File: config.mk
export PLATFORM = sky130hd
export DESIGN_NAME = ghrd_io_top
export DESIGN_NICKNAME = d
export VERILOG_FILES = /design/src/ghrd_io_pkg.sv /design/src/ghrd_io_top.sv /design/src/hex_display.sv /design/src/button_debounce.sv /design/src/gpio_port_regs.sv /design/src/apb_reg_decoder.sv
export SDC_FILE = /design/constraint.sdc
export NUM_CORES = 1
export LEC_CHECK = 0
export BUFFER_PORTS_ARGS = -buffer_cell sky130_fd_sc_hd__buf_2
export CORE_ASPECT_RATIO = 1.1
export CORE_MARGIN = 2
export CORE_UTILIZATION = 57
export DETAILED_ROUTE_END_ITERATION = 12
export GPL_ROUTABILITY_DRIVEN = 0
export GPL_TIMING_DRIVEN = 0
export HOLD_SLACK_MARGIN = 0.08
export PLACE_DENSITY_LB_ADDON = 0.25
export SETUP_SLACK_MARGIN = 0.02
export SYNTH_ARGS = -nofsm -noshare
export SYNTH_HDL_FRONTEND = slang
export SYNTH_SLANG_ARGS = --single-unit
File: constraint.sdc
create_clock -name clk -period 3.6 [get_ports clk]
set_input_delay 0 -clock clk [delete_from_list [all_inputs] [get_ports clk]]
set_output_delay 0 -clock clk [all_outputs]
set_load 0.005 [all_outputs]
File: src/ghrd_io_pkg.sv
/*
 * Shared widths and types for the APB register block and its peers.
 * Register map is word addressed; byte address bits [1:0] are ignored.
 * Word addresses 5 to 7 are unmapped and answer with pslverr.
 */
package ghrd_io_pkg;

	// ======================================================================
	// bus geometry
	// ======================================================================
	localparam int BUS_WIDTH  = 32;
	localparam int ADDR_WIDTH = 5;   // eight word registers

	// word address of each register, i.e. paddr[4:2]
	typedef enum logic [ADDR_WIDTH-3:0] {
		REG_GPIO_OUT = 3'd0,   // rw
		REG_GPIO_OE  = 3'd1,   // rw
		REG_GPIO_IN  = 3'd2,   // ro, synchronized pins
		REG_BUTTONS  = 3'd3,   // ro, debounced keys
		REG_HEX      = 3'd4    // rw, display nibbles
	} reg_addr_e;

	// ======================================================================
	// host bus
	// ======================================================================
	// master side of the APB slave port
	typedef struct packed {
		logic [ADDR_WIDTH-1:0] paddr;
		logic                  psel;
		logic                  penable;
		logic                  pwrite;
		logic [BUS_WIDTH-1:0]  pwdata;
	} apb_req_t;

	// slave answer, only meaningful in the access phase
	typedef struct packed {
		logic [BUS_WIDTH-1:0] prdata;
		logic                 pready;
		logic                 pslverr;
	} apb_rsp_t;

	// write strobe broadcast to every peer
	typedef struct packed {
		logic                 we;      // one cycle per accepted write
		reg_addr_e            addr;
		logic [BUS_WIDTH-1:0] wdata;
	} reg_wr_t;

	// GPIO readback, each word zero-extended to the bus
	typedef struct packed {
		logic [BUS_WIDTH-1:0] out_word;
		logic [BUS_WIDTH-1:0] oe_word;
		logic [BUS_WIDTH-1:0] in_word;
	} gpio_rd_t;

	// one seven-segment digit
	// active low, bit 0 = seg a ... bit 6 = seg g
	typedef logic [6:0] seg_t;

endpackage
File: src/ghrd_io_top.sv
/*
 * Soft-logic IO block: APB register decoder with GPIO, keys and hex display.
 * GPIO pins are split into out, enable and in; pad tristates live outside.
 * KEY_WIDTH must be at least 2 for the cold-reset hold detector.
 */
module ghrd_io_top #(
	parameter int GPIO_WIDTH      = 32,
	parameter int KEY_WIDTH       = 2,
	parameter int NUM_SEGS        = 6,
	parameter int DEBOUNCE_CYCLES = 50000,   // 1 ms at 50 MHz
	parameter int HOLD_CYCLES     = 1 << 24  // about a third of a second
) (
	input  logic                    clk,
	input  logic                    rst,
	input  ghrd_io_pkg::apb_req_t   apb_req,
	output ghrd_io_pkg::apb_rsp_t   apb_rsp,
	input  logic [GPIO_WIDTH-1:0]   gpio_in,
	output logic [GPIO_WIDTH-1:0]   gpio_out,
	output logic [GPIO_WIDTH-1:0]   gpio_oe,
	input  logic [KEY_WIDTH-1:0]    key_n,
	output logic                    cold_reset_req,
	output ghrd_io_pkg::seg_t       seg [NUM_SEGS]
);

	ghrd_io_pkg::reg_wr_t                reg_wr;    // write broadcast
	ghrd_io_pkg::gpio_rd_t               gpio_rd;
	logic [ghrd_io_pkg::BUS_WIDTH-1:0]   key_rd;
	logic [ghrd_io_pkg::BUS_WIDTH-1:0]   hex_rd;

	// ======================================================================
	// bus side
	// ======================================================================
	apb_reg_decoder u_decoder (
		.clk     (clk),
		.rst     (rst),
		.apb_req (apb_req),
		.apb_rsp (apb_rsp),
		.reg_wr  (reg_wr),
		.gpio_rd (gpio_rd),
		.key_rd  (key_rd),
		.hex_rd  (hex_rd)
	);

	// ======================================================================
	// peers
	// ======================================================================
	gpio_port_regs #(.GPIO_WIDTH(GPIO_WIDTH)) u_gpio (
		.clk      (clk),
		.rst      (rst),
		.reg_wr   (reg_wr),
		.gpio_in  (gpio_in),
		.gpio_out (gpio_out),
		.gpio_oe  (gpio_oe),
		.gpio_rd  (gpio_rd)
	);

	button_debounce #(
		.KEY_WIDTH       (KEY_WIDTH),
		.DEBOUNCE_CYCLES (DEBOUNCE_CYCLES),
		.HOLD_CYCLES     (HOLD_CYCLES)
	) u_keys (
		.clk            (clk),
		.rst            (rst),
		.key_n          (key_n),
		.key_rd         (key_rd),
		.cold_reset_req (cold_reset_req)
	);

	hex_display #(.NUM_SEGS(NUM_SEGS)) u_hex (
		.clk    (clk),
		.rst    (rst),
		.reg_wr (reg_wr),
		.hex_rd (hex_rd),
		.seg    (seg)
	);

endmodule

File: src/hex_display.sv
/*
 * Display value register driving NUM_SEGS active-low seven-segment digits.
 * Digit k shows nibble k as 0..F; bits above 4*NUM_SEGS are dropped.
 * NUM_SEGS must be 1 to 8.
 */
module hex_display #(
	parameter int NUM_SEGS = 6
) (
	input  logic                                clk,
	input  logic                                rst,
	input  ghrd_io_pkg::reg_wr_t                reg_wr,
	output logic [ghrd_io_pkg::BUS_WIDTH-1:0]   hex_rd,
	output ghrd_io_pkg::seg_t                   seg [NUM_SEGS]
);

	logic [4*NUM_SEGS-1:0] hex_val;

	// active-high gfedcba pattern, inverted on the way out
	function automatic ghrd_io_pkg::seg_t hex_to_seg(input logic [3:0] nib);
		logic [6:0] on;
		case (nib)
			4'h0: on = 7'h3F;
			4'h1: on = 7'h06;
			4'h2: on = 7'h5B;
			4'h3: on = 7'h4F;
			4'h4: on = 7'h66;
			4'h5: on = 7'h6D;
			4'h6: on = 7'h7D;
			4'h7: on = 7'h07;
			4'h8: on = 7'h7F;
			4'h9: on = 7'h6F;
			4'hA: on = 7'h77;
			4'hB: on = 7'h7C;   // lower case b
			4'hC: on = 7'h39;
			4'hD: on = 7'h5E;   // lower case d
			4'hE: on = 7'h79;
			default: on = 7'h71;   // F
		endcase
		return ~on;
	endfunction

	// ======================================================================
	// value register
	// ======================================================================
	always_ff @(posedge clk) begin
		if (rst)
			hex_val <= '0;   // every digit shows 0
		else if (reg_wr.we && (reg_wr.addr == ghrd_io_pkg::REG_HEX))
			hex_val <= reg_wr.wdata[4*NUM_SEGS-1:0];
	end

	always_comb begin
		hex_rd = '0;
		hex_rd[4*NUM_SEGS-1:0] = hex_val;
	end

	// one decoder per digit
	always_comb begin
		for (int k = 0; k < NUM_SEGS; k++)
			seg[k] = hex_to_seg(hex_val[4*k +: 4]);
	end

endmodule

File: src/button_debounce.sv
/*
 * Key debouncer with active-low inputs; a debounced 1 means pressed.
 * A level must hold DEBOUNCE_CYCLES cycles to be taken (latency +2 for sync).
 * Keys 0 and 1 held together for HOLD_CYCLES give one cold_reset_req pulse.
 */
module button_debounce #(
	parameter int KEY_WIDTH       = 2,          // at least 2
	parameter int DEBOUNCE_CYCLES = 50000,
	parameter int HOLD_CYCLES     = 1 << 24
) (
	input  logic                                clk,
	input  logic                                rst,
	input  logic [KEY_WIDTH-1:0]                key_n,
	output logic [ghrd_io_pkg::BUS_WIDTH-1:0]   key_rd,
	output logic                                cold_reset_req
);

	localparam int DB_W = $clog2(DEBOUNCE_CYCLES + 1);
	localparam int HOLD_W = $clog2(HOLD_CYCLES + 1);
	localparam logic [DB_W-1:0] DB_LAST = DB_W'(DEBOUNCE_CYCLES - 1);
	localparam logic [HOLD_W-1:0] HOLD_LAST = HOLD_W'(HOLD_CYCLES - 1);

	typedef enum logic [1:0] {
		HOLD_IDLE,
		HOLD_COUNT,
		HOLD_FIRED   // wait for release
	} hold_state_e;

	logic [KEY_WIDTH-1:0]   press_meta;
	logic [KEY_WIDTH-1:0]   press_sync;   // 1 = pressed, not yet filtered
	logic [KEY_WIDTH-1:0]   press_db;
	logic [DB_W-1:0]        db_cnt [KEY_WIDTH];
	hold_state_e            hold_state;
	logic [HOLD_W-1:0]      hold_cnt;
	logic                   both_held;

	// ======================================================================
	// per-key sync and debounce
	// ======================================================================
	always_ff @(posedge clk) begin
		if (rst) begin
			press_meta <= '0;
			press_sync <= '0;
			press_db   <= '0;
			for (int k = 0; k < KEY_WIDTH; k++)
				db_cnt[k] <= '0;
		end else begin
			press_meta <= ~key_n;   // flip polarity on entry
			press_sync <= press_meta;
			for (int k = 0; k < KEY_WIDTH; k++) begin
				if (press_sync[k] == press_db[k]) begin
					db_cnt[k] <= '0;   // bounce back restarts the count
				end else if (db_cnt[k] == DB_LAST) begin
					press_db[k] <= press_sync[k];
					db_cnt[k]   <= '0;
				end else begin
					db_cnt[k] <= db_cnt[k] + 1'b1;
				end
			end
		end
	end

	always_comb begin
		key_rd = '0;
		key_rd[KEY_WIDTH-1:0] = press_db;
	end

	// ======================================================================
	// both-keys hold detector
	// ======================================================================
	assign both_held = press_db[0] & press_db[1];

	always_ff @(posedge clk) begin
		if (rst) begin
			hold_state     <= HOLD_IDLE;
			hold_cnt       <= '0;
			cold_reset_req <= 1'b0;
		end else begin
			cold_reset_req <= 1'b0;
			case (hold_state)
				HOLD_IDLE: begin
					hold_cnt <= '0;
					if (both_held)
						hold_state <= HOLD_COUNT;
				end
				HOLD_COUNT: begin
					if (!both_held) begin
						hold_state <= HOLD_IDLE;
					end else if (hold_cnt == HOLD_LAST) begin
						hold_state     <= HOLD_FIRED;
						cold_reset_req <= 1'b1;   // the single pulse
					end else begin
						hold_cnt <= hold_cnt + 1'b1;
					end
				end
				default: begin   // HOLD_FIRED
					if (!both_held)
						hold_state <= HOLD_IDLE;
				end
			endcase
		end
	end

	a_single_pulse: assert property (@(posedge clk) disable iff (rst)
		cold_reset_req |=> !cold_reset_req)
		else $error("cold_reset_req high for more than one cycle");

endmodule

File: src/gpio_port_regs.sv
/*
 * GPIO output and output-enable registers plus a two-flop input synchronizer.
 * Writes keep the low GPIO_WIDTH bits; GPIO_WIDTH must be 1 to 32.
 * Pin changes show up in REG_GPIO_IN two clock edges later.
 */
module gpio_port_regs #(
	parameter int GPIO_WIDTH = 32
) (
	input  logic                    clk,
	input  logic                    rst,
	input  ghrd_io_pkg::reg_wr_t    reg_wr,
	input  logic [GPIO_WIDTH-1:0]   gpio_in,
	output logic [GPIO_WIDTH-1:0]   gpio_out,
	output logic [GPIO_WIDTH-1:0]   gpio_oe,
	output ghrd_io_pkg::gpio_rd_t   gpio_rd
);

	logic                    wr_out;
	logic                    wr_oe;
	logic [GPIO_WIDTH-1:0]   in_meta;   // first stage, may go metastable
	logic [GPIO_WIDTH-1:0]   in_sync;   // safe to read

	assign wr_out = reg_wr.we && (reg_wr.addr == ghrd_io_pkg::REG_GPIO_OUT);
	assign wr_oe  = reg_wr.we && (reg_wr.addr == ghrd_io_pkg::REG_GPIO_OE);

	// ======================================================================
	// output side
	// ======================================================================
	always_ff @(posedge clk) begin
		if (rst) begin
			gpio_out <= '0;
			gpio_oe  <= '0;   // all pins start as inputs
		end else begin
			if (wr_out)
				gpio_out <= reg_wr.wdata[GPIO_WIDTH-1:0];   // upper bits dropped
			if (wr_oe)
				gpio_oe <= reg_wr.wdata[GPIO_WIDTH-1:0];
		end
	end

	// ======================================================================
	// input side
	// ======================================================================
	// pins are asynchronous to clk
	always_ff @(posedge clk) begin
		in_meta <= gpio_in;
		in_sync <= in_meta;
	end

	// readback words, zero above GPIO_WIDTH
	always_comb begin
		gpio_rd = '0;
		gpio_rd.out_word[GPIO_WIDTH-1:0] = gpio_out;
		gpio_rd.oe_word[GPIO_WIDTH-1:0]  = gpio_oe;
		gpio_rd.in_word[GPIO_WIDTH-1:0]  = in_sync;
	end

endmodule

File: src/apb_reg_decoder.sv
/*
 * APB slave with zero wait states; every transfer is setup plus access.
 * Faulting transfers (unmapped, or write to a read-only word) raise pslverr,
 * change nothing and read back as zero.
 */
module apb_reg_decoder (
	input  logic                                clk,
	input  logic                                rst,
	input  ghrd_io_pkg::apb_req_t               apb_req,
	output ghrd_io_pkg::apb_rsp_t               apb_rsp,
	output ghrd_io_pkg::reg_wr_t                reg_wr,
	input  ghrd_io_pkg::gpio_rd_t               gpio_rd,
	input  logic [ghrd_io_pkg::BUS_WIDTH-1:0]   key_rd,
	input  logic [ghrd_io_pkg::BUS_WIDTH-1:0]   hex_rd
);

	logic                                 setup_ph;
	logic                                 access_ph;
	logic [ghrd_io_pkg::ADDR_WIDTH-3:0]   word;      // byte addr minus lane bits
	logic                                 mapped;
	logic                                 writable;
	logic                                 fault;
	logic [ghrd_io_pkg::BUS_WIDTH-1:0]    rdata;

	assign setup_ph  = apb_req.psel & ~apb_req.penable;
	assign access_ph = apb_req.psel & apb_req.penable;
	assign word      = apb_req.paddr[ghrd_io_pkg::ADDR_WIDTH-1:2];

	// ======================================================================
	// address decode and read mux
	// ======================================================================
	always_comb begin
		mapped   = 1'b1;
		writable = 1'b0;
		rdata    = '0;
		case (word)
			ghrd_io_pkg::REG_GPIO_OUT: begin
				writable = 1'b1;
				rdata    = gpio_rd.out_word;
			end
			ghrd_io_pkg::REG_GPIO_OE: begin
				writable = 1'b1;
				rdata    = gpio_rd.oe_word;
			end
			ghrd_io_pkg::REG_GPIO_IN: rdata = gpio_rd.in_word;
			ghrd_io_pkg::REG_BUTTONS: rdata = key_rd;
			ghrd_io_pkg::REG_HEX: begin
				writable = 1'b1;
				rdata    = hex_rd;
			end
			default: mapped = 1'b0;   // words 5..7
		endcase
	end

	assign fault = ~mapped | (apb_req.pwrite & ~writable);

	// response, no wait states ever
	always_comb begin
		apb_rsp.pready  = access_ph;
		apb_rsp.pslverr = access_ph & fault;
		apb_rsp.prdata  = (access_ph & ~apb_req.pwrite & ~fault) ? rdata : '0;
	end

	// write strobe, peers latch on the edge closing the access phase
	always_comb begin
		reg_wr.we    = access_ph & apb_req.pwrite & ~fault;
		reg_wr.addr  = ghrd_io_pkg::reg_addr_e'(word);
		reg_wr.wdata = apb_req.pwdata;
	end

	// ======================================================================
	// protocol checks
	// ======================================================================
	// master never raises penable outside a selected transfer
	a_penable_psel: assert property (@(posedge clk) disable iff (rst)
		apb_req.penable |-> apb_req.psel)
		else $error("apb penable without psel");

	// setup is always followed by a completing access phase
	a_setup_access: assert property (@(posedge clk) disable iff (rst)
		setup_ph |=> (apb_req.psel && apb_req.penable && apb_rsp.pready))
		else $error("apb access phase did not follow setup");

endmodule

==> qor.txt, run 1 <==
DIE
--------------------------------------------------------------------------------------
Floorplan die height                                                            155 um
Standard-cell rows                                                                  55
Effective utilization at floorplan                                               0.577
Die ar.                                                                    0.0219 mm^2
Core region area                                                           0.0204 mm^2
Die width                                                                       141 um
Boundary Pins                                                                      217

PLACEMENT
--------------------------------------------------------------------------------------
Port Buffer Count                                                                  212
Placed instance count                                                            1,804
Placed wire-length estimate                                                    23.4 mm
Placement-stage cell area                                                  0.0133 mm^2

LAYOUT
--------------------------------------------------------------------------------------
Share of post-route cells with drive strength above 1                            0.223
Fillcell total                                                                   1,502
Synth-to-layout area growth                                                      26.7%
Net count of the finished layout                                                 1,771
Final non-filler cell area                                                 0.0149 mm^2
Area of the multi-input gates                                             0.00524 mm^2
Final core utilization                                                           0.731
Sequential standard cell area                                             0.00553 mm^2
Non-filler cells, final                                                          1,927

SYNTHESIS
--------------------------------------------------------------------------------------
Async S/R FF share, synth                                                            0
Number of enable flip-flop cells after synthesis                                    32
Leading register cell type out of synthesis                               sky130_fd_sc_hd__dfxtp_1
Post-synthesis instance total                                                    1,305
Synth Register Bits                                                                260
Part of the Yosys area used for sequential elements                              0.468
Post-synthesis instance area                                               0.0118 mm^2
Number of different library cells in the post-synthesis netlist                     67
Post-synthesis area per instance                                             9.04 um^2
Number of warnings printed during yosys synthesis                                    0

CTS
--------------------------------------------------------------------------------------
Post-CTS setup buffers                                                               0
TritonCTS clock tree                                                             built
Cts bufs inserted                                                                   28
Quantity of gates resized following cts                                              0
CTS H-Tree Depth                                                                     1
Skew-Pair Late Insertion Delay                                                  540 ps
Maximum clock path buffer count                                                      3
Clock root buffer                                                         sky130_fd_sc_hd__clkbuf_16
Count of clock tree sinks                                                          260
Clock slew at the register clock pins of the worst setup and hold paths          60 ps

DRT
--------------------------------------------------------------------------------------
Average via count per standard cell                                               5.53
DR iter-0 viols                                                                    937
Antenna-violating nets left                                                          0
Remaining routing DRC violations                                                     0
Count of TritonRoute iterations in the first routing pass                            6
Vias                                                                            10,700
Post-DR wirelength/cell                                                        17.5 um
Post-detailed-routing wire length                                              33.6 mm

TIMING
--------------------------------------------------------------------------------------
Final Critical Period                                                          3080 ps
RSZ-0062 raised after global routing                                                no
Part of the cycle the worst path needs                                           0.856
Pin slew with the least headroom to its limit                                  1140 ps
Final Hold Viols                                                                     0
Max Transition Viols Final                                                           0
Final Skew                                                                     10.9 ps
Final-report setup violation count                                                   0
Worst slew slack as a fraction of its limit                                      0.240
Achievable clock frequency                                                     324 MHz
Final sum of negative setup slack                                                 0 ps

GLOBAL ROUTING
--------------------------------------------------------------------------------------
Antenna violations before repair                                                     1
Overall fraction of global-route tracks in use                                   0.300
Maximum number of pins on one net before global-route repair                        15
Aggregate global routing overflow                                                    0
First-pass GRT wire length                                                     52.6 mm
Vias in the first global route                                                  10,400

PWR
--------------------------------------------------------------------------------------
Power per unit of standard cell area                                       417 mW/mm^2
VDD IR max                                                                    0.451 mV
Leakage power of the design                                                    6.75 nW
Power Total                                                                    6.24 mW

WORST SETUP PATH
--------------------------------------------------------------------------------------
Buffering stage count on the worst path with inverters included                      6
Cell family with the largest share of critical-path delay                 buffers and inverters
Slack of the worst reg-to-reg path                                             1200 ps
Highest net fanout along the worst path                                             10
Library cell appearing most often on the critical path                    sky130_fd_sc_hd__buf_4
Critical Path Start Type                                                     input pin
Cell Chain, Critical Path                                                 dlygate4sd3_1 -> buf_6 -> nor3b_2 -> buf_4 -> buf_4 -> clkbuf_1 -> a22oi_1 -> a21oi_1 -> buf_2
Max stage delay on crit path                                                    650 ps
Worst path arrival time                                                        3080 ps
Worst endpoint required time                                                   3600 ps
WS Path Type                                                                 in -> out
Nature of the critical path endpoint                                      primary output
Crit path max-delay cell type                                             sky130_fd_sc_hd__nor3b_2

RUN
--------------------------------------------------------------------------------------
Number of max-cap violations                                                         0

STATUS
--------------------------------------------------------------------------------------
Result of the run                                                         complete, no violations

HOLD PATH
--------------------------------------------------------------------------------------
Class of the tightest hold or removal check                                  in -> reg

[final cells by class]
class	instances	share of cell area
inverters	93	0.0235
clock inverters	5	0.00360
clock buffers	45	0.0579
plain buffers	128	0.0536
well taps	256	0.0214
flip-flops and latches	260	0.370
repair buffers	285	0.120
diodes	1	0.000167
multi-input cells	854	0.350
[metal layers]
layer	share of wire	vias to the layer above	track usage
met4	0.039	0	0.124
met1	0.40	4970	0.371
met3	0.077	103	0.0532
met5	0	-	0
li1	-	5062	-
met2	0.49	518	0.517
[what timing repair did]
| action | in CTS | in global routing |
|---|---|---|
| endpoints found under the hold margin | 141 | 0 |
| hold buffers | 73 | 0 |
| endpoints found under the setup margin | 0 | 1 |
[cells in the mapped netlist, types with 6 or more instances]
cell	number	area (um^2)
sky130_fd_sc_hd__buf_4	69	518
sky130_fd_sc_hd__a22oi_1	52	390
sky130_fd_sc_hd__and3_1	12	75.1
sky130_fd_sc_hd__clkbuf_1	41	154
sky130_fd_sc_hd__mux2i_1	51	510
sky130_fd_sc_hd__o21ai_0	23	115
sky130_fd_sc_hd__nor3_1	21	105
sky130_fd_sc_hd__o22a_1	16	140
sky130_fd_sc_hd__a21o_2	9	78.8
sky130_fd_sc_hd__nor2_1	95	357
sky130_fd_sc_hd__a31oi_1	6	37.5
sky130_fd_sc_hd__xnor2_1	27	236
sky130_fd_sc_hd__xor2_1	14	123
sky130_fd_sc_hd__buf_2	7	35.0
sky130_fd_sc_hd__ha_1	45	563
sky130_fd_sc_hd__inv_1	87	327
sky130_fd_sc_hd__nor4_1	8	50.1
sky130_fd_sc_hd__or3_1	15	93.8
sky130_fd_sc_hd__edfxtp_1	32	961
sky130_fd_sc_hd__dfxtp_1	228	4560
sky130_fd_sc_hd__nand2_1	166	623
sky130_fd_sc_hd__nand3_1	45	225
sky130_fd_sc_hd__buf_6	7	78.8
sky130_fd_sc_hd__nand4_1	10	62.6
sky130_fd_sc_hd__a21oi_1	126	631
[worst paths after layout]
path,start,endpoint,depth (start not counted)
worst max register to register,u_keys.db_cnt[0][4]$_SDFFCE_PN0P_,u_keys.db_cnt[0][14]$_SDFFCE_PN0P_,6
worst min register to register,u_gpio.in_meta[27]$_DFF_P_,u_gpio.in_sync[27]$_DFF_P_,0
worst max-delay path,apb_req[38],apb_rsp[23],9
worst min-delay path,gpio_in[18],u_gpio.in_meta[18]$_DFF_P_,2
[power breakdown]
part,switching (mW),leakage (nW),internal (mW)
Sequential,0.0357,2.19,3.00
Combinational,0.189,4.10,0.153
Clock,1.15,0.451,1.71
Total,1.37,6.75,4.86
[layout by cell type (no fill, tap or decap), drive strengths merged, types with 3 or more instances in the layout]
master / synthesis / final
edfxtp: 32 / 32
nor2: 95 / 95
or3: 15 / 15
nor3: 22 / 22
a22oi: 52 / 52
a21o: 13 / 13
o31a: 4 / 4
nand4b: 3 / 3
nor3b: 3 / 3
ha: 45 / 45
or2: 6 / 6
buf: 88 / 299
o21ai: 26 / 26
a31oi: 6 / 6
nor2b: 3 / 3
o221ai: 4 / 4
inv: 93 / 94
and3: 12 / 12
nand3b: 5 / 5
a2bb2oi: 4 / 4
dfxtp: 228 / 228
nand3: 45 / 45
o22a: 16 / 16
dlygate4sd3: 0 / 73
or4: 3 / 3
and2: 3 / 3
a211oi: 5 / 5
a21oi: 129 / 129
nand2: 167 / 167
mux2: 4 / 4
conb: 1 / 32
xor2: 14 / 14
clkbuf: 41 / 86
nor4: 8 / 8
xnor2: 27 / 27
nand4: 10 / 10
mux2i: 51 / 51
[per-stage QoR]
stage	worst slack (ps)	hold slack, ps
detailed placement	271	104
global placement	325	102
floorplan	1410	27.7
CTS	275	80.5
global route	440	97.3
finish	518	95.9
[cells by family (layout without fill, tap and decap cells)]
| kind of cell | count (synthesis) | count (layout) | synth area share |
|---|---|---|---|
| AND/OR/NAND/NOR | 410 | 410 | 0.160 |
| AO/OA/AOI/OAI | 269 | 269 | 0.145 |
| buffers and inverters | 222 | 556 | 0.0980 |
| other | 1 | 33 | 0.000318 |
| XOR/XNOR | 41 | 41 | 0.0304 |
| adder cells (fa/ha/maj) | 45 | 45 | 0.0477 |
| multiplexers | 57 | 57 | 0.0509 |
| flip-flops | 260 | 260 | 0.468 |
Note: power is estimated with default switching activity, not from simulation.
==> inputs of run 2 (changes only) <==
--- a/config.mk
+++ b/config.mk
@@ -8,7 +8,7 @@
 export BUFFER_PORTS_ARGS = -buffer_cell sky130_fd_sc_hd__buf_2
 export CORE_ASPECT_RATIO = 1.1
 export CORE_MARGIN = 2
-export CORE_UTILIZATION = 57
+export CORE_UTILIZATION = 51
 export DETAILED_ROUTE_END_ITERATION = 12
 export GPL_ROUTABILITY_DRIVEN = 0
 export GPL_TIMING_DRIVEN = 0
==> constraint.sdc (replaced) <==
create_clock -name clk -period 2.7 [get_ports clk]
set_input_delay 0 -clock clk [delete_from_list [all_inputs] [get_ports clk]]
set_output_delay 0 -clock clk [all_outputs]
set_load 0.005 [all_outputs]
==> qor.txt, run 2 (synthesis gave the netlist of run 1 again) <==
STATUS
--------------------------------------------------------------------------------------
Result of the run                                                         complete, no violations

TIMING
--------------------------------------------------------------------------------------
RSZ-0062 raised after global routing                                                no
Final Skew                                                                     9.28 ps   -1.62 ps
Final-report setup violation count                                                   0   unchanged
Final worst-path setup slack                                                   70.5 ps   -447 ps
Final Hold Viols                                                                     0   unchanged
Pin slew with the least headroom to its limit                                  1100 ps   -33.9 ps
Part of the cycle the worst path needs                                           0.974
Worst slew slack as a fraction of its limit                                      0.262   +0.0226
Max Transition Viols Final                                                           0   unchanged
Final Critical Period                                                          2630 ps
Achievable clock frequency                                                     380 MHz

WORST SETUP PATH
--------------------------------------------------------------------------------------
Critical R2R Capture                                                      u_keys.db_cnt[0][8]$_SDFFCE_PN0P_
R2r worst-path depth                                                                 6   unchanged
Max stage delay on crit path                                                    690 ps   +40 ps
Crit path to                                                               apb_rsp[24]
Worst path arrival time                                                        2630 ps   -450 ps
Crit path max-delay cell type                                             sky130_fd_sc_hd__nor3b_2
Reg-to-Reg Start                                                          u_keys.db_cnt[0][4]$_SDFFCE_PN0P_
Cell Chain, Critical Path                                                 buf_2 -> nor3b_2 -> buf_4 -> buf_4 -> clkbuf_1 -> a22oi_1 -> a21oi_1 -> buf_2
Slack of the worst reg-to-reg path                                              340 ps   -860 ps
Critical Path Start Type                                                     input pin
Worst endpoint required time                                                   2700 ps   -900 ps
WS Path Type                                                                 in -> out
Critical Path Start                                                        apb_req[39]
Highest net fanout along the worst path                                             10   unchanged
Nature of the critical path endpoint                                      primary output

DIE
--------------------------------------------------------------------------------------
Floorplan die height                                                            164 um   +5.6%
Core region area                                                           0.0228 mm^2   +11%
Effective utilization at floorplan                                               0.518   -0.0595
Die ar.                                                                    0.0244 mm^2   +11%
Die width                                                                       149 um   +5.6%
Standard-cell rows                                                                  58   +5.5%
Boundary Pins                                                                      217   unchanged

HOLD PATH
--------------------------------------------------------------------------------------
Class of the tightest hold or removal check                                  in -> reg

PWR
--------------------------------------------------------------------------------------
Power per unit of standard cell area                                       567 mW/mm^2   +36%
Leakage power of the design                                                    6.81 nW   +0.89%
VDD IR max                                                                    0.562 mV   +25%

LAYOUT
--------------------------------------------------------------------------------------
Synth-to-layout area growth                                                      27.9%
Leading cell types in the layout, fill and taps excluded                  sky130_fd_sc_hd__dfxtp_1, sky130_fd_sc_hd__buf_2, sky130_fd_sc_hd__nand2_1
Share of post-route cells with drive strength above 1                            0.227   +0.00392
Net count of the finished layout                                                 1,772   +0.056%
Non-filler cells, final                                                          1,974   +2.4%
Most common cell after layout, fill and taps aside                        sky130_fd_sc_hd__dfxtp_1

DRT
--------------------------------------------------------------------------------------
Average via count per standard cell                                               5.34   -3.4%
Vias                                                                            10,500   -1.0%
Post-detailed-routing wire length                                              33.9 mm   +0.66%
Remaining routing DRC violations                                                     0   unchanged
Antenna-violating nets left                                                          0   unchanged
DR iter-0 viols                                                                    700   -25%
Post-DR wirelength/cell                                                        17.1 um   -1.7%
Count of TritonRoute iterations in the first routing pass                            5   -1

GLOBAL ROUTING
--------------------------------------------------------------------------------------
Overall fraction of global-route tracks in use                                   0.271   -0.0284
Maximum number of pins on one net before global-route repair                        20   +5
Vias in the first global route                                                  10,300   -0.57%
First-pass GRT wire length                                                     52.4 mm   -0.52%
Antenna violations before repair                                                     2   +1
Aggregate global routing overflow                                                    0   unchanged

CTS
--------------------------------------------------------------------------------------
CTS H-Tree Depth                                                                     1   unchanged
Post-CTS setup buffers                                                               0   unchanged
Clock slew at the register clock pins of the worst setup and hold paths          60 ps   about the same
TritonCTS clock tree                                                             built
Clock root buffer                                                         sky130_fd_sc_hd__clkbuf_16
Count of clock tree sinks                                                          260   unchanged
Skew-Pair Late Insertion Delay                                                  540 ps   about the same
Cts bufs inserted                                                                   28   unchanged
Maximum clock path buffer count                                                      3   unchanged

PLACEMENT
--------------------------------------------------------------------------------------
Port Buffer Count                                                                  212   unchanged
Placed instance count                                                            1,848   +2.4%
Placed wire-length estimate                                                    24.0 mm   +2.5%
Setup Slack @ Placement                                                        -674 ps   -944 ps

RUN
--------------------------------------------------------------------------------------
Number of max-cap violations                                                         0   unchanged

==> run 2: cell count changes in the layout (fill, tap and decap cells not counted), sizes merged <==
cell | before | now
dlygate4sd3 | 73 | 74
bufinv | 1 | 2
clkbuf | 86 | 82
diode | 1 | 2
inv | 94 | 93
clkinv | 2 | 8
clkinvlp | 1 | 0
==> run 2: worst min-delay path by stage <==
stage                startpoint  cells past startpoint  slack [ps]                    endpoint
detailed placement   gpio_in[4]                      1         100   u_gpio.in_meta[4]$_DFF_P_
global placement     gpio_in[9]                      1         100   u_gpio.in_meta[9]$_DFF_P_
finish              gpio_in[11]                      2          90  u_gpio.in_meta[11]$_DFF_P_
floorplan            gpio_in[0]                      0          30   u_gpio.in_meta[0]$_DFF_P_
CTS                  gpio_in[3]                      2          80   u_gpio.in_meta[3]$_DFF_P_
global route         gpio_in[2]                      2          90   u_gpio.in_meta[2]$_DFF_P_
==> run 2: per-stage QoR <==
stage | total power [mW] | instance area, um^2 | TNS [ps] | util | hold slack (ps)
CTS | 8.59 | 15100 | 0 | 0.662 | 81.9
global route | 8.81 | 15100 | 0 | 0.663 | 87.6
global placement | 4.49 | 13400 | -12570 | 0.586 | 103
finish | 8.56 | 15100 | 0 | 0.663 | 93.7
floorplan | 4.31 | 11900 | 0 | - | 27.7
detailed placement | 4.50 | 13400 | -14330 | 0.586 | 104
==> run 2: critical path: cells and delay by family <==
family          cells  cell delay [ps]
buf+inv             5             1390
compound gates      2              550
simple gates        1              690
==> run 2: cell type report <==
| class | instances | area (um^2) |
|---|---|---|
| antenna | 2 | 5.00 |
| buffer | 128 | 802 |
| clock buffer | 41 | 895 |
| clock inverter | 10 | 108 |
| fill | 1861 | 7690 |
| inverter | 93 | 352 |
| multi-input combinational | 854 | 5240 |
| sequential | 260 | 5530 |
| tap | 300 | 375 |
| timing repair buffer | 286 | 1800 |
==> run 2: routing by layer <==
layer  global-route usage  up-vias  routed length (um)
met3               0.0478      107                2420
met1                0.332     4938               13600
met5                    0        -                   0
met2                0.463      423               16300
li1                     -     5075                   -
met4                0.129        0                1520
==> run 2: repair_timing <==
action	4_1_cts	5_1_grt
hold buffers	74	0
setup endpoints to repair	4	0
hold endpoints to repair	140	0
gates resized for setup	1	0
==> run 2: where the power goes <==
part	leakage, nW	switching [mW]	internal (mW)
clock	0.501	1.57	2.48
combinational	4.11	0.253	0.203
sequential	2.19	0.0469	4.00
==> inputs of run 3 (changes only) <==
--- a/config.mk
+++ b/config.mk
@@ -6,9 +6,10 @@
 export NUM_CORES = 1
 export LEC_CHECK = 0
 export BUFFER_PORTS_ARGS = -buffer_cell sky130_fd_sc_hd__buf_2
+export CAP_MARGIN = 15
 export CORE_ASPECT_RATIO = 1.1
 export CORE_MARGIN = 2
-export CORE_UTILIZATION = 51
+export CORE_UTILIZATION = 40
 export DETAILED_ROUTE_END_ITERATION = 12
 export GPL_ROUTABILITY_DRIVEN = 0
 export GPL_TIMING_DRIVEN = 0
==> qor.txt, run 3 (synthesis gave the netlist of run 1 again) <==
LAYOUT
--------------------------------------------------------------------------------------
Net count of the finished layout                                                 1,780   +0.45%
Antenna cells                                                                        0   -2
Most common cell after layout, fill and taps aside                        sky130_fd_sc_hd__dfxtp_1
Synth-to-layout area growth                                                      28.9%
Leading cell types in the layout, fill and taps excluded                  sky130_fd_sc_hd__dfxtp_1, sky130_fd_sc_hd__buf_2, sky130_fd_sc_hd__nand2_1
Share of post-route cells with drive strength above 1                            0.224   -0.00346

PWR
--------------------------------------------------------------------------------------
VDD IR max                                                                    0.341 mV   -39%
Leakage power of the design                                                    6.81 nW   about the same
Power per unit of standard cell area                                       554 mW/mm^2   -2.3%

GLOBAL ROUTING
--------------------------------------------------------------------------------------
Overall fraction of global-route tracks in use                                   0.221   -0.0505
Aggregate global routing overflow                                                    0   unchanged
First-pass GRT wire length                                                     54.0 mm   +3.2%
Maximum number of pins on one net before global-route repair                        20   unchanged
Antenna violations before repair                                                     0   -2
Vias in the first global route                                                  10,200   -0.61%

TIMING
--------------------------------------------------------------------------------------
Final Skew                                                                     22.2 ps   +12.9 ps
Worst slew slack as a fraction of its limit                                      0.402   +0.140
Final-report setup violation count                                                   0   unchanged
Achievable clock frequency                                                     387 MHz   +1.7%
RSZ-0062 raised after global routing                                                no
Final Critical Period                                                          2590 ps   -44.2 ps
Part of the cycle the worst path needs                                           0.958   -0.0164
Final sum of negative setup slack                                                 0 ps   unchanged
Pin slew with the least headroom to its limit                                   896 ps   -207 ps
Final Hold Viols                                                                     0   unchanged
Worst Hold Slack                                                               99.0 ps   +5.26 ps
Max Transition Viols Final                                                           0   unchanged

CTS
--------------------------------------------------------------------------------------
Maximum clock path buffer count                                                      3   unchanged
TritonCTS clock tree                                                             built
Count of clock tree sinks                                                          260   unchanged
Clock slew at the register clock pins of the worst setup and hold paths          60 ps   about the same
CTS H-Tree Depth                                                                     1   unchanged
Clock root buffer                                                         sky130_fd_sc_hd__clkbuf_16
Cts bufs inserted                                                                   28   unchanged
Skew-Pair Late Insertion Delay                                                  540 ps   about the same

PLACEMENT
--------------------------------------------------------------------------------------
Placed wire-length estimate                                                    24.7 mm   +3.2%
Port Buffer Count                                                                  212   unchanged

HOLD PATH
--------------------------------------------------------------------------------------
Class of the tightest hold or removal check                                  in -> reg

DRT
--------------------------------------------------------------------------------------
Average via count per standard cell                                               5.08   -4.9%
Antenna-violating nets left                                                          0   unchanged
DR iter-0 viols                                                                    757   +8.1%
Remaining routing DRC violations                                                     0   unchanged
Post-DR wirelength/cell                                                        17.1 um   -0.50%
Post-detailed-routing wire length                                              34.9 mm   +3.2%
Vias                                                                            10,400   -1.3%
Count of TritonRoute iterations in the first routing pass                            5   unchanged

DIE
--------------------------------------------------------------------------------------
Effective utilization at floorplan                                               0.409   -0.109
Die width                                                                       168 um   +13%
Die ar.                                                                    0.0309 mm^2   +27%
Floorplan die height                                                            184 um   +13%
Boundary Pins                                                                      217   unchanged
Standard-cell rows                                                                  65   +12%
Core region area                                                           0.0289 mm^2   +27%

WORST SETUP PATH
--------------------------------------------------------------------------------------
Nature of the critical path endpoint                                         flip-flop
Highest net fanout along the worst path                                             10   unchanged
Worst path arrival time                                                        3060 ps   +430 ps
WS Path Type                                                                 in -> reg
Critical Path Start Type                                                     input pin
Worst endpoint required time                                                   3170 ps   +470 ps

RUN
--------------------------------------------------------------------------------------
Number of max-cap violations                                                         0   unchanged

STATUS
--------------------------------------------------------------------------------------
Result of the run                                                         complete, no violations

==> run 3: cell count changes in the layout (fill, tap and decap cells not counted), sizes merged <==
cell         change
diode            -2
dlygate4sd3      +8
clkbuf           +3
bufinv           -1
clkinv           -3
inv              +1
==> run 3: timing repair <==
item,4_1_cts,5_1_grt
hold endpoints to repair,140,1
gates resized for setup,1,1
hold buffers,81,1
setup endpoints to repair,7,1
buffers inserted,0,0
==> run 3: metrics by stage <==
stage	std cells	setup slack, ps	area (um^2)	total power, mW	utilization
CTS	2047	188	15200	8.47	0.526
global placement	1916	-739	13400	4.50	0.466
global route	2048	35.3	15200	8.72	0.527
detailed placement	1916	-734	13400	4.50	0.466
floorplan	1336	507	11900	4.31	-
finish	2048	115	15200	8.42	0.527
==> run 3: routing by layer <==
| layer | share of wire | global-route usage | vias up |
|---|---|---|---|
| li1 | - | - | 5085 |
| met5 | 0 | 0 | - |
| met1 | 0.42 | 0.271 | 4894 |
| met2 | 0.49 | 0.397 | 356 |
| met4 | 0.028 | 0.0696 | 0 |
| met3 | 0.057 | 0.0348 | 72 |
==> run 3: power by group <==
| part | leakage [nW] | internal [mW] | switching, mW | total, mW |
|---|---|---|---|---|
| Sequential | 2.19 | 4.00 | 0.0465 | 4.05 |
| Combinational | 4.15 | 0.213 | 0.259 | 0.472 |
| Clock | 0.471 | 2.34 | 1.56 | 3.90 |
==> run 3: final timing paths <==
path	start	to	slack, ps	cells after the start
min reg2reg	u_gpio.in_meta[22]$_DFF_P_	u_gpio.in_sync[22]$_DFF_P_	330	0
min	gpio_in[17]	u_gpio.in_meta[17]$_DFF_P_	100	2
max	apb_req[32]	flip-flop	110	11
max reg2reg	u_keys.db_cnt[0][4]$_SDFFCE_PN0P_	u_keys.db_cnt[0][10]$_SDFFCE_PN0P_	390	6
==> run 3: area by class of cell <==
class | count | area, um^2
flip-flops and latches | 260 | 5530
multi-input cells | 854 | 5240
clock inverters | 7 | 61.3
plain buffers | 128 | 802
inverters | 93 | 352
repair buffers | 294 | 1880
well taps | 368 | 460
clock buffers | 44 | 886
fillers | 2702 | 13700
==> run 3: critical path, stage by stage <==
cell	delay, ps
sky130_fd_sc_hd__buf_2	110
sky130_fd_sc_hd__and3_1	320
sky130_fd_sc_hd__clkbuf_1	550
sky130_fd_sc_hd__nand2_2	420
sky130_fd_sc_hd__mux2i_1	270
sky130_fd_sc_hd__nor2_1	350
sky130_fd_sc_hd__inv_1	170
sky130_fd_sc_hd__ha_1	310
sky130_fd_sc_hd__inv_1	30
sky130_fd_sc_hd__mux4_2	440
sky130_fd_sc_hd__inv_1	60
